`src/hdl/scroll_defines.svh`:
```
// Line buffer geometry and output blanking for the scroll renderer
// One buffer half covers 512 addresses, of which only the first 448 get rendered
`ifndef SCROLL_DEFINES_SVH
`define SCROLL_DEFINES_SVH

// Address width of one buffer half
`define SCR_LINE_W     9

// Active window on hdump, both ends inclusive
`define SCR_ACT_START  9'd64
`define SCR_ACT_END    9'd447

// Pixels written per layer and line, from buffer address 0
`define SCR_RENDER_W   448

`define SCR_PXL_W      11
`define SCR_BLANK      11'h1ff  // Shown outside the window and for disabled layers

`endif
```
`src/hdl/scroll_pkg.sv`:
```
// Types shared by the scroll renderer blocks
// Pixel layout is {layer number, attribute[4:0], color[3:0]}
`default_nettype none

`include "scroll_defines.svh"

package scroll_pkg;

    // Tile size follows the layer, 8, 16 or 32 pixels
    typedef enum logic [1:0] {
        LAYER1 = 2'd0,
        LAYER2 = 2'd1,
        LAYER3 = 2'd2
    } layer_e;

    typedef enum logic [2:0] {
        IDLE,
        MAP_CODE,   // Tile code word from VRAM
        MAP_ATTR,   // Attribute word, next VRAM address
        ROM_RD,     // One 32-bit row slice of 8 pixels
        WRITE_PX,
        DONE
    } fetch_state_e;

    typedef logic [`SCR_PXL_W-1:0] pxl_t;

endpackage

`default_nettype wire

```
`src/hdl/layer_sequencer.sv`:
```
// Steps the fetch engine through layers 1 to 3 after each start edge
// Edges during preVB are ignored, so the halves do not swap then
`timescale 1ns/10ps
`default_nettype none

module layer_sequencer (
    input  logic               clk,
    input  logic               rst,
    input  logic               start,
    input  logic               preVB,
    input  logic [15:0]        vram1_base,
    input  logic [15:0]        vram2_base,
    input  logic [15:0]        vram3_base,
    input  logic [15:0]        hpos1,
    input  logic [15:0]        hpos2,
    input  logic [15:0]        hpos3,
    input  logic [15:0]        vpos1,
    input  logic [15:0]        vpos2,
    input  logic [15:0]        vpos3,
    input  logic               sub_done,
    output logic               sub_start,
    output logic               abort,
    output scroll_pkg::layer_e layer,
    output logic [15:0]        hpos,
    output logic [15:0]        vpos,
    output logic [15:0]        vram_base,
    output logic               rd_half,
    output logic               wr_half,
    output logic               line_done
);

    import scroll_pkg::*;

    logic last_start;
    logic go;       // Next sub_start pending
    logic busy;     // Engine rendering a layer
    logic step;

    assign abort = start && !last_start && !preVB;
    assign step  = sub_done && busy && !abort;

    always_ff @(posedge clk or posedge rst) begin
        if (rst) begin
            last_start <= 1'b0;
            go         <= 1'b0;
            busy       <= 1'b0;
            sub_start  <= 1'b0;
            line_done  <= 1'b0;
            layer      <= LAYER1;
            rd_half    <= 1'b0;
            wr_half    <= 1'b1;
        end else begin
            last_start <= start;
            sub_start  <= go && !abort;
            go         <= 1'b0;
            line_done  <= 1'b0;
            if (sub_start) begin
                busy <= 1'b1;
            end else if (sub_done) begin
                busy <= 1'b0;
            end
            if (abort) begin
                rd_half <= ~rd_half;
                wr_half <= ~wr_half;
                layer   <= LAYER1;
                go      <= 1'b1;
                busy    <= 1'b0;    // Old render is dropped
            end else if (step) begin
                case (layer)
                    LAYER1: begin
                        layer <= LAYER2;
                        go    <= 1'b1;
                    end
                    LAYER2: begin
                        layer <= LAYER3;
                        go    <= 1'b1;
                    end
                    default: line_done <= 1'b1;
                endcase
            end
        end
    end

    // Register set of the layer about to start
    always_ff @(posedge clk) begin
        if (abort) begin
            hpos      <= hpos1;
            vpos      <= vpos1;
            vram_base <= vram1_base;
        end else if (step && layer == LAYER1) begin
            hpos      <= hpos2;
            vpos      <= vpos2;
            vram_base <= vram2_base;
        end else if (step && layer == LAYER2) begin
            hpos      <= hpos3;
            vpos      <= vpos3;
            vram_base <= vram3_base;
        end
    end

    a_no_restart: assert property (@(posedge clk) disable iff (rst) sub_start |-> !busy);

endmodule

`default_nettype wire

```
`config.mk`:
```
export PLATFORM = sky130hd
export DESIGN_NAME = layer_sequencer
export DESIGN_NICKNAME = d
export VERILOG_FILES = /design/src/hdl/scroll_pkg.sv /design/src/hdl/layer_sequencer.sv
export VERILOG_INCLUDE_DIRS = /design/src /design/src/hdl
export SDC_FILE = /design/constraint.sdc
export NUM_CORES = 1
export LEC_CHECK = 0
export ABC_AREA = 1
export BUFFER_PORTS_ARGS = -buffer_cell sky130_fd_sc_hd__buf_2
export CORE_MARGIN = 8
export CORE_UTILIZATION = 43
export DETAILED_ROUTE_END_ITERATION = 6
export PLACE_DENSITY = 0.92
export SLEW_MARGIN = 30
export SYNTH_ARGS = -nofsm -noshare
export SYNTH_HDL_FRONTEND = slang
export SYNTH_SLANG_ARGS = --single-unit
```
`constraint.sdc`:
```
create_clock -name clk -period 5.68 [get_ports clk]
set_input_delay 0.852 -clock clk [delete_from_list [all_inputs] [get_ports clk]]
set_output_delay 0.852 -clock clk [all_outputs]
set_load 0.05 [all_outputs]
```
# --- Yosys cells after proc, flatten, opt, wreduce, memory -nomap -nowiden ---
# Index checks and enable logic that the tools add are counted.
totals:
  reg_bits: 57
  out_inout_bits: 55
  wordCells: 52
classes:
  bitwise: 2
  n_eq_ne: 1
  n_mux: 21
  reduce_logical: 17
ops:
  columns: ["operator", "count"]
  rows:
  - ["$mux 16", 9]
  - ["$mux 1", 9]
  - ["$reduce_bool 3->1", 3]
  - ["$logic_and 1x1->1", 7]
  - ["$mux 2", 2]
  - ["$pmux 2 s2", 1]
  - ["$logic_not 1->1", 3]
  - ["$eq 2x1->1 const B", 1]
  - ["$logic_not 2->1", 1]
  - ["$not 1->1", 2]
  - ["$reduce_and 2->1", 1]
  - ["$reduce_bool 2->1", 1]
  - ["$reduce_or 2->1", 1]

# --- Logic depth before layout (Yosys ltp) ---
logic_depth:
  word_depth: 9
  depth_mapped: 8

# --- Least setup slack after synthesis ---
# Ideal clock, no wire load.
synth_timing:
  path_kind: "input to register"
  start: "in sub_done"
  end: "reg hpos[0], enable pin"
  path_slack_ps: 771
  arrival_ps: 4387
  path_stages: 2
  t_required_ps: 5158
  setup_time_ps: 522
  path_buffers: 0
  cell_sequence: "nand2_1 > o21ai_0"
synth_between:
  elab_chain_cells: 4
  word_cells_on_any_way: 5
synth_rtl:
  columns: ["element", "line", "source"]
  rows:
  - ["start: declaration", "layer_sequencer.sv:20", "input logic sub_done,"]
  - ["$logic_and 1x1->1 (*) (2 in series)", "layer_sequencer.sv:40", "assign step = sub_done && busy && !abort;"]
  - ["$logic_and 1x1->1, on equally long branches", "layer_sequencer.sv:90, layer_sequencer.sv:94", null]
  - ["$reduce_bool 3->1 (no line) (*)", null, null]
  - ["end signal: assignment", "layer_sequencer.sv:87", "hpos <= hpos1;"]
  - ["end signal: assignment", "layer_sequencer.sv:91", "hpos <= hpos2;"]
  - ["end signal: assignment", "layer_sequencer.sv:95", "hpos <= hpos3;"]
  - ["end: declaration", "layer_sequencer.sv:24", "output logic [15:0] hpos,"]
# Every way passes the cells marked *; elsewhere a longest branch is shown, timed or not.
# A chain may end at the register's enable or synchronous reset.

# --- Worst setup path after layout ---
layout_timing:
  start: "in preVB"
  end: "out abort"
layout_between:
  elab_chain_cells: 2
layout_rtl:
  columns: ["element", "line", "source"]
  rows:
  - ["start: declaration", "layer_sequencer.sv:10", "input logic preVB,"]
  - ["$logic_not 1->1", "layer_sequencer.sv:39", "assign abort = start && !last_start && !preVB;"]
  - ["$logic_and 1x1->1", "layer_sequencer.sv:39", null]
  - ["end: declaration", "layer_sequencer.sv:22", "output logic abort,"]
# No other way between the ends.

==> out/results.ini <==
[setup_path]
path_max_fanout=51
timing.rr.start=last_start
worstSetupPathType=in2out
reg2regPathDepth=5
cp-start-kind=input pin
r2r-end=vpos[9]
rrSetupSlack_ps=3250
cp.required_ps=4830
startpoint=preVB
crit_path_end_kind=primary output
cp-endpoint=abort
worstPathArrival_ps=2750

[cts]
clock_sinks=57
cts_root_buffer=clkbuf_8
cts.htree.levels=3
cts_buffers=9
clkLatencyLatePin_ps=310
ctsHoldBuffers=0
cts_resized=0
cts_max_path_buffers=2
clk_pin_slew_ps=60
cts_tree=yes
post-cts-setup-buffers=0

[route]
final_antenna_net_count=0
finalWirelength_mm=10.37
routedWlPerCell_um=14.98
first_pass_iters=7
drtIter0Drc=171
vias=3444
vias_per_cell=4.977
remaining_drc_errors=0

[sta]
fin_crit_ps=3604
worst_clock_skew_ps=8.892
hold_viol=0
setup_ws_ps=2076
fin_tns_setup_ps=0
rsz0062_at_grt=false
hold_slack_ps=463.2
clock.fmax_mhz=277.5
slew-limit-headroom_pct=39.49
setup-violations-final=0
post-route-period-util_pct=63.44
worst_slew_pin_slew_ps=906.4
slew_viol_final=0

[pwr]
switching_share_pct=40.93
p_comb_share_pct=38.2
clockPowerShare_pct=23.5
switchingPower_uw=609.2
power_density_nw_per_um2=335.8
p_int_uw=879.0
p_leak_uw=0.002435
seqPwrFrac_pct=38.3
peakVddDrop_mv=0.2237

[placement]
hpwl_mm=7.593
io_buffer_count=203
routabilityCongestion=0.7912
pre_cts_ws_ps=2117

[synth]
syn_inst=402
avgSynthCellArea_um2=8.055
synth.net_count=551
synthMuxAreaShare_pct=0
synth_cell_types=17
synthAdderAreaFrac_pct=0
synth_xor_xnor_area_share_pct=0.5410
yosysWarningCount=0
synth-simple-area-share_pct=34.97
yosys_register_bits=57
syn-cell-area_um2=3238
synth-compound-area-share_pct=0.7728
ys_seq_area_share_pct=51.51
synth_top_family_by_area=simple AND/OR/NAND/NOR gates

[finish]
drive_gt1_share_pct=37.94
fin_nets=737
diodes=0
area_growth_pct=36.86

[grt]
grt_max_degree=57
grt_pass1_wl_mm=16.16
overflow=0
grt_pass1_vias=3469
grt_usage_pct=19.15
antenna_found_initial=0

[floorplanning]
start_util_pct=44.41
coreArea_um2=7292
num_rows=31
dieArea_um2=10560
ios=204
die_h_um=102.8
die_x_um=102.8

[outcome]
status=finished clean

[hold_path]
hold_class=reg2reg

[job]
maxCapViolations=0

-- per-layer routing --
metal,track usage (%),vias to the layer above,share of wire [%]
met3,3.714,15,7.9
met1,21.22,1579,37
li1,-,1699,-
met2,35.66,151,53
met5,0,-,0
met4,6.452,0,1.6
-- registers in the layout, summed over array words and instances, names as in the netlist --
signal,count
hpos,16
go,1
vram_base,16
rd_half,1
vpos,16
busy,1
line_done,1
last_start,1
wr_half,1
layer,2
sub_start,1
-- cells by family after synthesis --
kind of cell / Yosys count
AOI/OAI and AO/OA: 5
xor gates and xnor gates: 2
DFF: 57
buffers and inverters: 90
and+or+nand+nor: 248
-- through the flow --
stage	cell area, um2	power (uW)	utilization, %	cells
5_1_grt	4432	1564	60.78	692
4_1_cts	4424	1498	60.67	692
3_5_place_dp	4245	1145	58.22	676
2_1_floorplan	3238	1003	-	402
3_3_place_gp	4245	1132	58.22	676
6_report	4432	1488	60.78	692
-- cell usage in the layout (no fill, tap or decap), types with 4 or more instances in the layout --
cell	count
buf_2	203
clkbuf_8	9
dfrtp_1	8
edfxtp_1	48
inv_1	57
nand2_1	146
nand3_1	49
nand4_1	48
o21ai_0	4
-- how the worst min path moves through the flow --
stage | startpoint | endpoint | cells after the start
floorplan | go | sub_start | 2
global placement | go | sub_start | 2
detailed placement | go | sub_start | 2
CTS | go | sub_start | 2
global route | rd_half | rd_half | 1
finish | go | sub_start | 2
-- power groups by stage --
stage	registers (uW)	logic, uW	clock network [uW]
floorplan	785	218	0
global placement	577	554	0
detailed placement	578	567	0
CTS	571	569	358
global route	577	611	376
finish	570	569	349
-- area by class of cell --
class                      count  area (um2)
sequential                    57        1668
fill                         673        2860
clock buffer                  12       135.1
multi-input combinational    255        1201
timing repair buffer         206        1039
inverter                      59       221.5
clock inverter                 4       43.79
tap                           99       123.9
-- critical path, cell delays in order --
cell,delay [ps]
buf_2,90
inv_1,80
nand3_4,430
inv_2,830
buf_2,400
-- cell usage after synthesis (all sizes together) --
| cell | instances | area, um2 |
|---|---|---|
| nand2 | 146 | 548.0 |
| buf | 23 | 143.9 |
| nor2 | 3 | 18.77 |
| nand3 | 51 | 265.3 |
| dfrtp | 8 | 200.2 |
| clkbuf | 8 | 30.03 |
| inv | 59 | 221.5 |
| edfxtp | 48 | 1441 |
| dfstp | 1 | 26.28 |
| o21ai | 5 | 25.02 |
| nand4 | 48 | 300.3 |
| xnor2 | 2 | 17.52 |
Note: power is estimated with default switching activity, not from simulation.
