File: src/hdl/scroll_defines.svh
// Line buffer geometry and output blanking for the scroll renderer
// One buffer half covers 512 addresses, of which only the first 448 get rendered
`ifndef SCROLL_DEFINES_SVH
`define SCROLL_DEFINES_SVH

// Address width of one buffer half
`define SCR_LINE_W     9

// Active window on hdump, both ends inclusive
`define SCR_ACT_START  9'd64
`define SCR_ACT_END    9'd447

// Pixels written per layer and line, from buffer address 0
`define SCR_RENDER_W   448

`define SCR_PXL_W      11
`define SCR_BLANK      11'h1ff  // Shown outside the window and for disabled layers

`endif
File: src/hdl/scroll_pkg.sv
// Types shared by the scroll renderer blocks
// Pixel layout is {layer number, attribute[4:0], color[3:0]}
`default_nettype none

`include "scroll_defines.svh"

package scroll_pkg;

    // Tile size follows the layer, 8, 16 or 32 pixels
    typedef enum logic [1:0] {
        LAYER1 = 2'd0,
        LAYER2 = 2'd1,
        LAYER3 = 2'd2
    } layer_e;

    typedef enum logic [2:0] {
        IDLE,
        MAP_CODE,   // Tile code word from VRAM
        MAP_ATTR,   // Attribute word, next VRAM address
        ROM_RD,     // One 32-bit row slice of 8 pixels
        WRITE_PX,
        DONE
    } fetch_state_e;

    typedef logic [`SCR_PXL_W-1:0] pxl_t;

endpackage

`default_nettype wire

File: src/hdl/tile_line_fetch.sv
// Renders one line of one scroll plane into the line buffer, 8 pixels per ROM word
// Memory requests hold address and cs until ok, then cs drops for one cycle
// Plane is 64x64 tiles, x and y wrap at the plane size. No flips, no row scroll
`timescale 1ns/10ps
`default_nettype none

`include "scroll_defines.svh"

module tile_line_fetch (
    input  logic                   clk,
    input  logic                   rst,
    input  logic [8:0]             vrender,
    input  scroll_pkg::layer_e     layer,
    input  logic [15:0]            hpos,
    input  logic [15:0]            vpos,
    input  logic [15:0]            vram_base,
    input  logic [15:0]            bank_offset,
    input  logic [15:0]            bank_mask,
    input  logic                   start,
    input  logic                   abort,
    output logic                   done,
    output logic [17:1]            vram_addr,
    input  logic [15:0]            vram_data,
    input  logic                   vram_ok,
    output logic                   vram_cs,
    output logic [19:0]            rom_addr,
    input  logic [31:0]            rom_data,
    input  logic                   rom_ok,
    output logic                   rom_cs,
    output logic [`SCR_LINE_W-1:0] buf_addr,
    output scroll_pkg::pxl_t       buf_data,
    output logic                   buf_wr
);

    import scroll_pkg::*;

    fetch_state_e state;
    logic [9:0]   pos;      // Buffer position, negative during the fine scroll lead-in
    logic [9:0]   pos_nxt;
    logic [2:0]   px_cnt;
    logic [15:0]  code;
    logic [15:0]  code_b;
    logic [4:0]   attr;
    logic [31:0]  pix;
    logic [8:0]   vr_l;     // Line being rendered, held for the whole layer
    logic [10:0]  x;
    logic [10:0]  x_nxt;
    logic [10:0]  y;
    logic [5:0]   t_row;
    logic [5:0]   t_col;
    logic [16:0]  map_addr;
    logic [1:0]   lyr_num;
    logic         bnd;      // Next group starts a new tile
    logic         in_range;
    logic         last;

    assign x        = hpos[10:0] + {pos[9], pos};
    assign x_nxt    = x + 11'd1;
    assign y        = 11'(vr_l) + vpos[10:0];
    assign pos_nxt  = pos + 10'd1;
    assign in_range = !pos[9] && (pos < 10'(`SCR_RENDER_W));
    assign last     = !pos_nxt[9] && (pos_nxt >= 10'(`SCR_RENDER_W));
    assign code_b   = (code & bank_mask) | bank_offset;
    assign lyr_num  = 2'(layer) + 2'd1;

    always_comb begin
        case (layer)
            LAYER2: begin
                t_row    = y[9:4];
                t_col    = x[9:4];
                rom_addr = 20'({code_b, y[3:0], x[3]});
                bnd      = !x_nxt[3];
            end
            LAYER3: begin
                t_row    = y[10:5];
                t_col    = x[10:5];
                rom_addr = 20'({code_b, y[4:0], x[4:3]});
                bnd      = x_nxt[4:3] == 2'd0;
            end
            default: begin  // 8x8 tiles, one group per tile row
                t_row    = y[8:3];
                t_col    = x[8:3];
                rom_addr = 20'({code_b, y[2:0]});
                bnd      = 1'b1;
            end
        endcase
    end

    // Two VRAM words per map entry
    assign map_addr  = {1'b0, vram_base} + {4'd0, t_row, t_col, 1'b0};
    assign vram_addr = map_addr + 17'(state == MAP_ATTR);

    always_ff @(posedge clk or posedge rst) begin
        if (rst) begin
            state   <= IDLE;
            pos     <= 10'd0;
            px_cnt  <= 3'd0;
            vram_cs <= 1'b0;
            rom_cs  <= 1'b0;
            buf_wr  <= 1'b0;
            done    <= 1'b0;
        end else begin
            buf_wr <= 1'b0;
            done   <= 1'b0;
            if (abort) begin
                state   <= IDLE;
                vram_cs <= 1'b0;
                rom_cs  <= 1'b0;
            end else begin
                case (state)
                    IDLE: begin
                        if (start) begin
                            pos   <= 10'd0 - {7'd0, hpos[2:0]};
                            state <= MAP_CODE;
                        end
                    end
                    MAP_CODE, MAP_ATTR: begin
                        if (!vram_cs) begin
                            vram_cs <= 1'b1;
                        end else if (vram_ok) begin
                            vram_cs <= 1'b0;
                            state   <= state == MAP_CODE ? MAP_ATTR : ROM_RD;
                        end
                    end
                    ROM_RD: begin
                        if (!rom_cs) begin
                            rom_cs <= 1'b1;
                        end else if (rom_ok) begin
                            rom_cs <= 1'b0;
                            px_cnt <= 3'd0;
                            state  <= WRITE_PX;
                        end
                    end
                    WRITE_PX: begin
                        buf_wr <= in_range;     // Lead-in pixels are dropped
                        pos    <= pos_nxt;
                        px_cnt <= px_cnt + 3'd1;
                        if (px_cnt == 3'd7) begin
                            if (last) begin
                                state <= DONE;
                            end else begin
                                state <= bnd ? MAP_CODE : ROM_RD;
                            end
                        end
                    end
                    DONE: begin
                        done  <= 1'b1;
                        state <= IDLE;
                    end
                    default: state <= IDLE;
                endcase
            end
        end
    end

    always_ff @(posedge clk) begin
        if (state == IDLE && start) begin
            vr_l <= vrender;
        end
        if (state == MAP_CODE && vram_ok) begin
            code <= vram_data;
        end
        if (state == MAP_ATTR && vram_ok) begin
            attr <= vram_data[4:0];
        end
        if (state == ROM_RD && rom_ok) begin
            pix <= rom_data;
        end else if (state == WRITE_PX) begin
            pix <= pix << 4;    // Leftmost pixel sits in the top nibble
        end
        buf_addr <= pos[`SCR_LINE_W-1:0];
        buf_data <= {lyr_num, attr, pix[31:28]};
    end

    a_vram_hold: assert property (@(posedge clk) disable iff (rst)
        vram_cs && !vram_ok && !abort |=> vram_cs && $stable(vram_addr));

    a_rom_hold: assert property (@(posedge clk) disable iff (rst)
        rom_cs && !rom_ok && !abort |=> rom_cs && $stable(rom_addr));

    a_cs_excl: assert property (@(posedge clk) disable iff (rst) !(vram_cs && rom_cs));

endmodule

`default_nettype wire

File: config.mk
export PLATFORM = sky130hd
export DESIGN_NAME = tile_line_fetch
export DESIGN_NICKNAME = d
export VERILOG_FILES = /design/src/hdl/scroll_pkg.sv /design/src/hdl/tile_line_fetch.sv
export VERILOG_INCLUDE_DIRS = /design/src /design/src/hdl
export SDC_FILE = /design/constraint.sdc
export NUM_CORES = 1
export LEC_CHECK = 0
export BUFFER_PORTS_ARGS = -buffer_cell sky130_fd_sc_hd__buf_2
export CORE_MARGIN = 2
export CORE_UTILIZATION = 45
export CTS_CLUSTER_DIAMETER = 40
export DETAILED_ROUTE_END_ITERATION = 8
export GPL_TIMING_DRIVEN = 0
export PLACE_DENSITY = 0.73
export SYNTH_ARGS = -nofsm -noshare
export SYNTH_HDL_FRONTEND = slang
export SYNTH_SLANG_ARGS = --single-unit
File: constraint.sdc
create_clock -name clk -period 6.4 [get_ports clk]
set_clock_uncertainty 0.05 [all_clocks]
set_input_delay 0 -clock clk [delete_from_list [all_inputs] [get_ports clk]]
set_output_delay 0 -clock clk [all_outputs]
set_load 0.02 [all_outputs]
Word level (Yosys, flattened, before mapping)
Cells that the tools add are included.
{"block": "totals", "ff_bits": 102, "out_inout_bits": 61, "elab_cells": 98}
{"block": "classes", "n_addsub": 9, "n_lt_le_gt_ge": 2, "eq_ne": 17, "mux": 34, "n_bitwise": 3, "n_reduce_logical": 20}
{"operator": "2-to-1 mux 32 bit", "count": 2}
{"operator": "case mux 20 bit (2 select lines)", "count": 1}
{"operator": "2-to-1 mux 3 bit", "count": 10}
{"operator": "case mux 6 bit (2 select lines)", "count": 2}
{"operator": "case mux 10 bit (2 select lines)", "count": 1}
{"operator": "!= test 3 bit, second input constant", "count": 6}
{"operator": "adder 16 x 13 -> 17 bit", "count": 1}
{"operator": "adder 17 x 1 -> 17 bit", "count": 1}
{"operator": "AND 16 bit", "count": 1}
{"operator": "bitwise OR 16 bit", "count": 1}
{"operator": "2-to-1 mux 1 bit", "count": 13}
{"operator": "case mux 3 bit (4 select lines)", "count": 1}
{"operator": "adder 11 bit", "count": 1}
{"operator": "adder 9 x 11 -> 11 bit", "count": 1}
{"operator": "adder 10 x 1 -> 10 bit, second input constant", "count": 1}
{"operator": "greater-or-equal comparator 10 x 9 -> 1 bit, second input constant", "count": 1}
{"operator": "< comparator 10 x 9 -> 1 bit, second input constant", "count": 1}
{"operator": "2-to-1 mux 10 bit", "count": 1}
{"operator": "nonzero test 2 bit", "count": 5}
{"operator": "== test 3 bit, second input constant", "count": 3}
{"operator": "== test 3 x 2 -> 1 bit, second input constant", "count": 2}
{"operator": "logical AND 1 bit", "count": 6}
{"operator": "!= test 2 bit, second input constant", "count": 3}
{"operator": "case mux 3 bit (2 select lines)", "count": 1}
{"operator": "17 further kinds", "count": 19}

Depth between registers and ports, before layout
Gate-level depths: netlist (run 1).
{"block": "depth", "ltp_word": 9, "ltp_mapped": 16}

Worst setup path before layout (run 1)
Ideal clock, no wire load.
{"block": "synth_path", "kind": "reg2out", "from": "register pos[0]", "to": "output port vram_addr[14] in the netlist's numbering", "arrival_ps": 3741, "setup_slack_ps": 2609, "stages_incl_launch_ff": 16, "n_path_buf": 0, "cell_sequence": "dfrtp_1 ha_1 inv_1 fa_1 nor2b_4 o31a_4 o21a_1 or3_4 a32oi_1 o21ai_0 ha_1 a21o_1 a21oi_1 a21oi_1 o211ai_1 o311ai_0"}
{"block": "synth_via", "elab_chain_len": 4}
{"element": "start, declared", "line_no": "tile_line_fetch.sv:38", "text": "logic [9:0] pos;"}
{"element": "start signal, assigned", "line_no": "tile_line_fetch.sv:113", "text": "pos <= 10'd0 - {7'd0, hpos[2:0]};"}
{"element": "start signal, assigned", "line_no": "tile_line_fetch.sv:136", "text": "pos <= pos_nxt;"}
{"element": "adder 11 bit", "line_no": "tile_line_fetch.sv:57", "text": "assign x = hpos[10:0] + {pos[9], pos};"}
{"element": "case mux 6 bit (2 select lines)", "line_no": "tile_line_fetch.sv:67", "text": "case (layer)"}
{"element": "adder 16 x 13 -> 17 bit", "line_no": "tile_line_fetch.sv:90", "text": "assign map_addr = {1'b0, vram_base} + {4'd0, t_row, t_col, 1'b0};"}
{"element": "adder 17 x 1 -> 17 bit", "line_no": "tile_line_fetch.sv:91", "text": "assign vram_addr = map_addr + 17'(state == MAP_ATTR);"}
{"element": "end, declared", "line_no": "tile_line_fetch.sv:22", "text": "output logic [17:1] vram_addr,"}
Every way passes these cells.

Worst setup path after layout (run 1)
Ends and elaborated chain as after synthesis.

==> flow_summary.ini, run 1 <==
[outcome]
status = finished clean

[finish]
syn_to_final_growth_pct = 35.57
finalNonFillerCells = 1105
final_layout_size_suffix_gt1_frac = 0.2575
nets = 1111

[place]
gp_congestion = 0.9169
hpwl_um = 13110
dp.cells = 1022
io_buffers = 193

[cts]
clk_pin_slew_ps = 70
clockBufferDepth = 2
ctsResizeCount = 0
insertion_delay_ps = 350
cts-root-buf = clkbuf_16
ctsHoldBuffers = 66
numCtsBuffers = 9
clock-sinks = 102
postCtsSetupBuffers = 0
cts_tree = built
htree_levels = 3

[global_route]
grt_max_degree = 33
grt_pass1_vias = 5695
track_usage = 0.2437
grt_pass1_wl_um = 27950
grt_remaining_overflow = 0
antenna_found_initial = 0

[sta]
final.min_clock_period_ps = 4536
hold_violations = 0
setup_tns_ps = 0
worst_pin_slew_ps = 770.9
max_slew_margin = 0.4855
slew_violations = 0
max_freq_mhz = 220.5
fin_crit_sh = 0.7087
finalSetupViolCount = 0
rsz0062_at_grt = no

[pwr]
p_per_area_nw_per_um2 = 362.4
p_leak_uw = 0.003785
max-vdd-ir-drop_mv = 0.2901

[detailed_routing]
viasPerCell = 5.431
wirelength_um = 17820
wire_per_inst_um = 16.12
vias = 6001
drtIter0Drc = 410
drc = 0
antenna_left = 0
first_pass_iters = 5

[yosys]
ys_ff_latch = 102
yosys_warnings = 0
synth_common_cells = 128 x nand2_1, 62 x edfxtp_1, 52 x nor2_1, 46 x o21ai_0, 40 x ha_1
syn_area_um2 = 6167
syn_avg_cell_area_um2 = 9.473
ys_types = 70
synth_edf_count = 62
postSynth.asyncResetShare = 0.1961
yosys.area.top_type_share = 0.3019
synth_nets = 839
synth_most_common_cell = nand2_1
ys_seq_area_frac = 0.4480
ys_top_cells_by_area = edfxtp_1 30%, dfrtp_1 8.1%, ha_1 8.1%, nand2_1 7.8%, dfxtp_1 6.5%
synth-main-ff-cell = edfxtp_1
syn_inst = 651
synth_top_area_cell = edfxtp_1

[critical_path]
startpoint_type = flop
required_ps = 6350
crit_path_max_incr_delay_ps = 470
crit_fanout = 7
crit_path_top_delay_cell = dfrtp_1
worstPathArrival_ps = 4490
endpoint_kind = output pin
crit_top_cell = ha_1
worstPathCellList = ha_1 > inv_1 > fa_1 > nor2b_4 > o31a_4 > o31ai_4 > o21ai_2 > mux2_4 > a31oi_2 > ha_1 > a21o_1 > a31o_2 > or3_1 > o211ai_1 > nand4b_1 > o311ai_0 > buf_2
critical_path_class = flop to output pin

[floorplan]
fp.coreArea_um2 = 13300
die_h_um = 121.1
dieWidth_um = 121.1
die-area_um2 = 14660
start_util = 0.4639
ioPinCount = 206
num_rows = 42

[job]
max-cap-violations = 0

[hold_path]
hp-class = primary input to flop
## cell usage in the layout (no fill, tap or decap), types with 5 or more instances in the layout
cell type	n
a221oi_1	17
o21ai_0	46
inv_1	15
dlygate4sd3_1	66
clkbuf_1	24
nand3_1	10
xor2_1	7
clkbuf_16	9
a21o_1	24
dfxtp_1	20
nand4_1	5
a31oi_1	7
buf_2	199
ha_1	40
a21oi_1	32
nand2_1	127
o21a_1	6
edfxtp_1	62
dfrtp_1	20
a22oi_1	9
nor2_1	52
nor3_1	10
xnor2_1	23
a211oi_1	5
and3_1	6
nand2b_1	5
## metal layers
metal | vias up | part of all wire | global-route usage
met2 | 263 | 0.49 | 0.4196
met4 | 0 | 0.023 | 0.07413
met1 | 2787 | 0.41 | 0.3021
met5 | - | 0 | 0
li1 | 2922 | - | -
met3 | 29 | 0.077 | 0.05827
## final cells by class
cell class,instances,area [µm²]
diodes,1,2.502
well taps,176,220.2
plain buffers,31,127.6
multi-input cells,503,3234
flip-flops and latches,102,2763
inverters,15,56.30
repair buffers,261,1645
fillers,1093,4935
clock inverters,7,86.33
clock buffers,9,225.2
## per-stage QoR
stage	power (µW)	cell area, µm²	util	hold slack [ps]	setup WS (ps)
after global placement	2418	7353	0.5531	127.7	2299
after detailed placement	2444	7383	0.5553	128.4	2243
after CTS	3038	8356	0.6285	95.50	1829
after global routing	3233	8358	0.6286	165.1	1612
final	3030	8361	0.6288	123.9	1864
after floorplan	2009	6167	-	-86.17	2609
## where the power goes
group / total [µW] / internal [µW] / switching [µW]
registers: 911 / 819 / 92.5
logic: 1570 / 628 / 938
clock network: 553 / 279 / 273
## worst paths after layout
kind / from / slack (ps) / depth (start not counted) / end
worst min register to register: attr[2] / 290 / 0 / buf_data[6]
min in group asynchronous: rst / 280 / 3 / state[2]
max in group asynchronous: rst / 5540 / 3 / buf_wr
worst min-delay path: hpos[2] / 120 / 5 / pos[2]
worst max-delay path: pos[0] / 1860 / 17 / vram_addr[14]
worst max register to register: state[0] / 3900 / 6 / pix[9]
## sequential cells by signal (all words and copies together) (netlist names)
register and count:
buf_data 11, pos 10, vram_cs 1, done 1
code 16, state 3, attr 5, px_cnt 3
buf_addr 9, pix 32, buf_wr 1, rom_cs 1
vr_l 9
## cell families after synthesis
logic type               after synthesis  share of synthesized area
AND/OR/NAND/NOR                      246                     0.1806
adder cells (fa/ha/maj)               43                    0.09089
XOR/XNOR                              30                    0.04260
flip-flops                           102                     0.4480
multiplexers                           2                   0.004260
buffers and inverters                 46                    0.02982
AO/OA/AOI/OAI                        182                     0.2039
## critical path: cells and delay by family (launching register included)
kind            cells  cell delay [ps]
compound gates      8             1470
simple gates        3              610
mux                 1              310
flops               1              470
buf+inv             2              300
fa+ha+maj           3              960
(Power assumes the default switching activity.)
==> inputs of run 2 (changes only) <==
--- a/config.mk
+++ b/config.mk
@@ -6,13 +6,14 @@
 export SDC_FILE = /design/constraint.sdc
 export NUM_CORES = 1
 export LEC_CHECK = 0
+export ABC_AREA = 1
 export BUFFER_PORTS_ARGS = -buffer_cell sky130_fd_sc_hd__buf_2
 export CORE_MARGIN = 2
 export CORE_UTILIZATION = 45
 export CTS_CLUSTER_DIAMETER = 40
 export DETAILED_ROUTE_END_ITERATION = 8
 export GPL_TIMING_DRIVEN = 0
-export PLACE_DENSITY = 0.73
+export PLACE_DENSITY = 0.72
 export SYNTH_ARGS = -nofsm -noshare
 export SYNTH_HDL_FRONTEND = slang
 export SYNTH_SLANG_ARGS = --single-unit
==> constraint.sdc (replaced) <==
create_clock -name clk -period 4.5 [get_ports clk]
set_clock_uncertainty 0.05 [all_clocks]
set_input_delay 0 -clock clk [delete_from_list [all_inputs] [get_ports clk]]
set_output_delay 0 -clock clk [all_outputs]
set_load 0.02 [all_outputs]
==> run 2 against run 1 <==
Global-route usage is 0.11 points higher; final area is 2.1% higher; worst setup slack worse by 1400 ps; highest routed layer unchanged; power is 37% higher; sequential share of layout area is 0.67 points lower; synthesized area is 3.7% higher; largest cell class unchanged; routed wire length is 3.6% higher; critical path type unchanged; synthesized cell count is 16% higher; combinational power is 30% higher; count of clock-buffer cells in the layout stayed put.
==> flow_summary.ini, run 2 <==
[cts]
htree_levels = 3
cts_tree = built
clk_pin_slew_ps = 70
cts-root-buf = clkbuf_16
insertion_delay_ps = 350
clock-sinks = 102
clockBufferDepth = 2
numCtsBuffers = 9

[finish]
nets = 1214
layout_commonest_cell = buf_2
largest_reg_flops = 32
final_layout_size_suffix_gt1_frac = 0.2561
num_antenna_cells = 0
final_cell_mix = 200 x buf_2, 165 x nand2_1, 85 x inv_1, 72 x nand3_1
final_area_um2 = 8533
reg_top3 = pix x32, code x16, buf_data x11
syn_to_final_growth_pct = 33.49
top_register = pix

[sta]
setup_tns_ps = 0
finalSetupViolCount = 0
max_slew_margin = 0.1145
max_freq_mhz = 245.1
whs_ps = 26.65
final.min_clock_period_ps = 4080
fin_crit_sh = 0.9067
slew_violations = 0
hold_violations = 0
worst_pin_slew_ps = 1325
rsz0062_at_grt = no

[global_route]
grt_max_degree = 33
track_usage = 0.2449
antenna_found_initial = 0
grt_remaining_overflow = 0
grt_pass1_vias = 5964
grt_pass1_wl_um = 28740

[floorplan]
ioPinCount = 206
start_util = 0.4605
die_h_um = 123.2
dieWidth_um = 123.2
die-area_um2 = 15170
num_rows = 43
fp.coreArea_um2 = 13880

[hold_path]
hp-class = primary input to flop

[yosys]
ys_types = 44
synth-main-ff-cell = edfxtp_1
synth_nets = 946
syn_avg_cell_area_um2 = 8.433
yosys_warnings = 0
synth_most_common_cell = nand2_1
ys_ff_latch = 102
synth_common_cells = 165 x nand2_1, 85 x inv_1, 72 x nand3_1, 62 x edfxtp_1, 57 x a21oi_1
syn_area_um2 = 6392
synth_top_area_cell = edfxtp_1
synth_edf_count = 62
ys_top_cells_by_area = edfxtp_1 29%, nand2_1 9.7%, dfrtp_1 7.8%, ha_1 7.8%, dfxtp_1 6.3%
syn_inst = 758
ys_seq_area_frac = 0.4322
postSynth.asyncResetShare = 0.1961
yosys.area.top_type_share = 0.2913

[pwr]
fin_total_pwr_uw = 4152
p_comb_frac = 0.490
p_int_uw = 2366
max-vdd-ir-drop_mv = 0.3047
pwr-share-clk = 0.198
sequentialPowerShare = 0.312
p_switching_uw = 1786
p_leak_uw = 0.004169
switching_share = 0.4302
p_per_area_nw_per_um2 = 486.6

[detailed_routing]
vias = 6208
drc = 0
antenna_left = 0
viasPerCell = 5.126
drtIter0Drc = 414
first_pass_iters = 5
wire_per_inst_um = 15.25
wirelength_um = 18470

[critical_path]
endpoint_kind = output pin
worstPathArrival_ps = 4030
critical_path_class = flop to output pin
required_ps = 4450
crit_fanout = 7
startpoint_type = flop

[outcome]
status = finished clean

[place]
hpwl_um = 13660
dpl-instance-area_um2 = 7601
io_buffers = 194
gp_congestion = 0.8859

[job]
max-cap-violations = 0
-- run 2: cell types whose count changed in the layout (fill, tap and decap cells not counted), moves of 10 or more --
| cell | delta |
|---|---|
| mux2_2 | +27 |
| xor2_1 | +10 |
| o22ai_1 | +10 |
| nand3_1 | +62 |
| clkbuf_1 | -15 |
| nand2_1 | +38 |
| a21o_1 | -18 |
| inv_1 | +70 |
| o21ai_0 | -16 |
| xnor2_1 | -18 |
| a221oi_1 | -17 |
| a21oi_1 | +25 |
-- run 2: critical path, cell delays in order (launching register included) --
cell	delay [ps]
dfrtp_1	480
ha_1	290
inv_1	70
fa_1	360
inv_1	140
nand3_1	140
nand2_2	130
a21oi_2	70
xor2_2	160
nand2_1	70
nand3_1	60
o21ai_1	120
inv_1	70
ha_1	340
nand3_1	90
nand2_1	130
a21boi_1	110
o21ai_0	270
nand3_1	110
nand2_1	90
xor2_1	160
buf_2	190
-- run 2: power groups by stage --
stage	clock network [µW]	registers (µW)	logic [µW]
final	822	1300	2040
after global routing	872	1320	2300
after CTS	834	1290	2030
after detailed placement	0	1310	1980
after global placement	0	1310	1950
after floorplan	0	1340	1400
-- run 2: layout make-up --
cell class,count,area (µm²)
clock inverter,7,86.33
fill,1227,5348
inverter,90,337.8
buffer,20,86.33
multi-input combinational,546,3211
sequential,102,2763
timing repair buffer,257,1599
clock buffer,9,225.2
tap,180,225.2
-- run 2: through the flow --
step                      instances  utilization  worst slack, ps
after floorplan                 758            -             1266
after global placement         1132       0.5467            821.4
after detailed placement       1133       0.5476            830.2
after CTS                      1211       0.6147            430.1
after global routing           1211       0.6147            29.39
final                          1211       0.6147            419.8
-- run 2: repair_timing --
item,CTS,global route
setup buffers,0,0
hold buffers,62,0
endpoints found under the hold margin,86,0
endpoints found under the setup margin,0,0
gates resized for setup,0,0
-- run 2: cells by family after synthesis --
group | after synthesis | synth area share
AND/OR/NAND/NOR | 316 | 0.2096
AO/OA/AOI/OAI | 136 | 0.1221
buffers and inverters | 110 | 0.06635
flip-flops | 102 | 0.4322
adder cells (fa/ha/maj) | 43 | 0.08769
multiplexers | 28 | 0.04932
XOR/XNOR | 23 | 0.03269
-- run 2: per-layer routing --
| metal | up-vias | global-route usage | wire [µm] |
|---|---|---|---|
| met5 | - | 0 | 0 |
| met3 | 41 | 0.06135 | 1259 |
| met1 | 2847 | 0.3009 | 7716 |
| li1 | 3122 | - | - |
| met4 | 0 | 0.08665 | 439 |
| met2 | 198 | 0.4172 | 9050 |
-- run 2: final timing paths --
| path | start | end | slack [ps] | cells past startpoint |
|---|---|---|---|---|
| setup reg to reg | state[1] | pix[30] | 1840 | 5 |
| hold / removal | hpos[2] | pos[2] | 30 | 4 |
| max in group asynchronous | rst | pos[9] | 3630 | 3 |
| hold reg to reg | attr[0] | buf_data[4] | 290 | 0 |
| setup / recovery | pos[0] | vram_addr[10] | 420 | 21 |
| min in group asynchronous | rst | done | 280 | 3 |
==> inputs of run 3 (changes only) <==
==> constraint.sdc (replaced) <==
create_clock -name clk -period 4.5 [get_ports clk]
set_clock_uncertainty 0.05 [all_clocks]
set_input_delay 0.225 -clock clk [delete_from_list [all_inputs] [get_ports clk]]
set_output_delay 0.225 -clock clk [all_outputs]
set_load 0.02 [all_outputs]
==> run 3 against run 2 <==
Critical path depth is the same; highest routed layer unchanged; largest cell class unchanged; final area shrank 4.4%; sequential cell count is the same; via count shrank 3.2%; critical path type unchanged; core utilization shrank 2.7 points; cell count shrank 3.2%; critical endpoint unchanged; sequential share of layout area grew 1.5 points; global-route usage shrank 1.8 points; first-iteration DRC count shrank 13%; sequential power is essentially flat; worst setup slack gained 41 ps.
==> flow_summary.ini, run 3 (synthesis results as in run 2) <==
[critical_path]
critical_path_class = flop to output pin
required_ps = 4220
worstPathArrival_ps = 3760
crit_fanout = 7
endpoint_kind = output pin
startpoint_type = flop

[floorplan]
die-area_um2 = 15170
ioPinCount = 206
dieWidth_um = 123.2
die_h_um = 123.2
num_rows = 43
start_util = 0.4605
fp.coreArea_um2 = 13880

[finish]
final_layout_size_suffix_gt1_frac = 0.2722
nets = 1175
final.fill_count = 1273
final_cell_mix = 200 x buf_2, 165 x nand2_1, 84 x inv_1, 72 x nand3_1, 62 x edfxtp_1
largest_reg_flops = 32
num_antenna_cells = 0
reg_top3 = pix x32, code x16, buf_data x11
finalNonFillerCells = 1172
syn_to_final_growth_pct = 27.64
layout_commonest_cell = buf_2
top_register = pix

[sta]
hold_violations = 0
slew_violations = 0
final.min_clock_period_ps = 4039
rsz0062_at_grt = no
fin_crit_sh = 0.8976
max_slew_margin = 0.1500
finalSetupViolCount = 0
max_freq_mhz = 247.6
setup_tns_ps = 0
worst_pin_slew_ps = 1272

[outcome]
status = finished clean

[place]
hpwl_um = 13660
dp.cells = 1133
gp_congestion = 0.8859
io_buffers = 194

[global_route]
grt_remaining_overflow = 0
antenna_found_initial = 0
grt_pass1_wl_um = 26680
grt_max_degree = 33
track_usage = 0.2265
grt_pass1_vias = 5616

[detailed_routing]
antenna_left = 0
vias = 6009
wirelength_um = 17380
highest_layer = met4
drc = 0
wl_met3_um = 1325
met1_length_um = 7465
drtIter0Drc = 360
wire_per_inst_um = 14.83
viasPerCell = 5.127
route.met2.wl_um = 8228
first_pass_iters = 5

[cts]
clockBufferDepth = 2
cts-root-buf = clkbuf_16
clk_pin_slew_ps = 70
cts_tree = built
postCtsSetupBuffers = 0
htree_levels = 3
clock-sinks = 102
insertion_delay_ps = 350
numCtsBuffers = 9

[hold_path]
hp-class = primary input to flop

[pwr]
max-vdd-ir-drop_mv = 0.2917
p_leak_uw = 0.004003
p_per_area_nw_per_um2 = 506.8

[job]
max-cap-violations = 0
run 3: per-stage QoR:
| step | power (µW) | cell area, µm² | hold WS, ps | util | setup slack [ps] |
|---|---|---|---|---|---|
| 6_report | 4135 | 8159 | 14.42 | 0.5878 | 460.7 |
| 5_1_grt | 4468 | 8159 | 11.72 | 0.5878 | 40.62 |
| 4_1_cts | 4127 | 8133 | 1.979 | 0.5859 | 205.1 |
| 3_5_place_dp | 3291 | 7601 | 276.9 | 0.5476 | 605.2 |
| 3_3_place_gp | 3261 | 7589 | 274.6 | 0.5467 | 596.4 |
| 2_1_floorplan | 2731 | 6392 | 138.8 | - | 1041 |
run 3: layout make-up:
class | instances | area (µm²) | share of cell area
multi-input cells | 546 | 3226 | 0.3953
flip-flops and latches | 102 | 2764 | 0.3388
well taps | 180 | 225.2 | 0.02760
clock inverters | 7 | 86.33 | 0.01058
inverters | 90 | 337.8 | 0.04140
repair buffers | 218 | 1209 | 0.1481
plain buffers | 20 | 86.33 | 0.01058
clock buffers | 9 | 225.2 | 0.02760
run 3: report_power, final:
part	switching [µW]	internal, µW	total (µW)
combinational	1290	731	2020
clock	377	445	822
sequential	120	1170	1300
run 3: routing by layer:
layer,global-route usage,up-vias
met2,0.3736,190
met4,0.07955,0
met5,0,-
met3,0.06319,31
met1,0.2850,2741
li1,-,3047
run 3: final timing paths:
check / start / endpoint / slack, ps / cells past startpoint
setup reg to reg: state[1] / pix[4] / 1870 / 5
hold / removal: vram_data[3] / code[3] / 10 / 1
hold reg to reg: attr[4] / buf_data[8] / 290 / 0
min in group asynchronous: rst / done / 510 / 3
max in group asynchronous: rst / pos[0] / 3350 / 3
setup / recovery: pos[0] / vram_addr[10] / 460 / 21
run 3: critical path, stage by stage, from the launching register on:
cell and delay, ps:
dfrtp_2 440, ha_2 250, inv_1 60, fa_1 370, inv_2 100, nand3_1 120
nand2_2 130, a21oi_2 70, xor2_2 160, nand2_1 70, nand3_1 60, o21ai_1 120
inv_1 70, ha_1 330, a21oi_1 160, nand2_1 120, a21boi_2 190, o21ai_1 110
nand3_1 80, nand2_1 60, xor2_1 150, buf_2 190
run 3: timing repair:
action	4_1_cts	5_1_grt
hold buffers	22	1
resized for setup	0	7
endpoints found under the hold margin	43	1
setup endpoints to repair	0	8
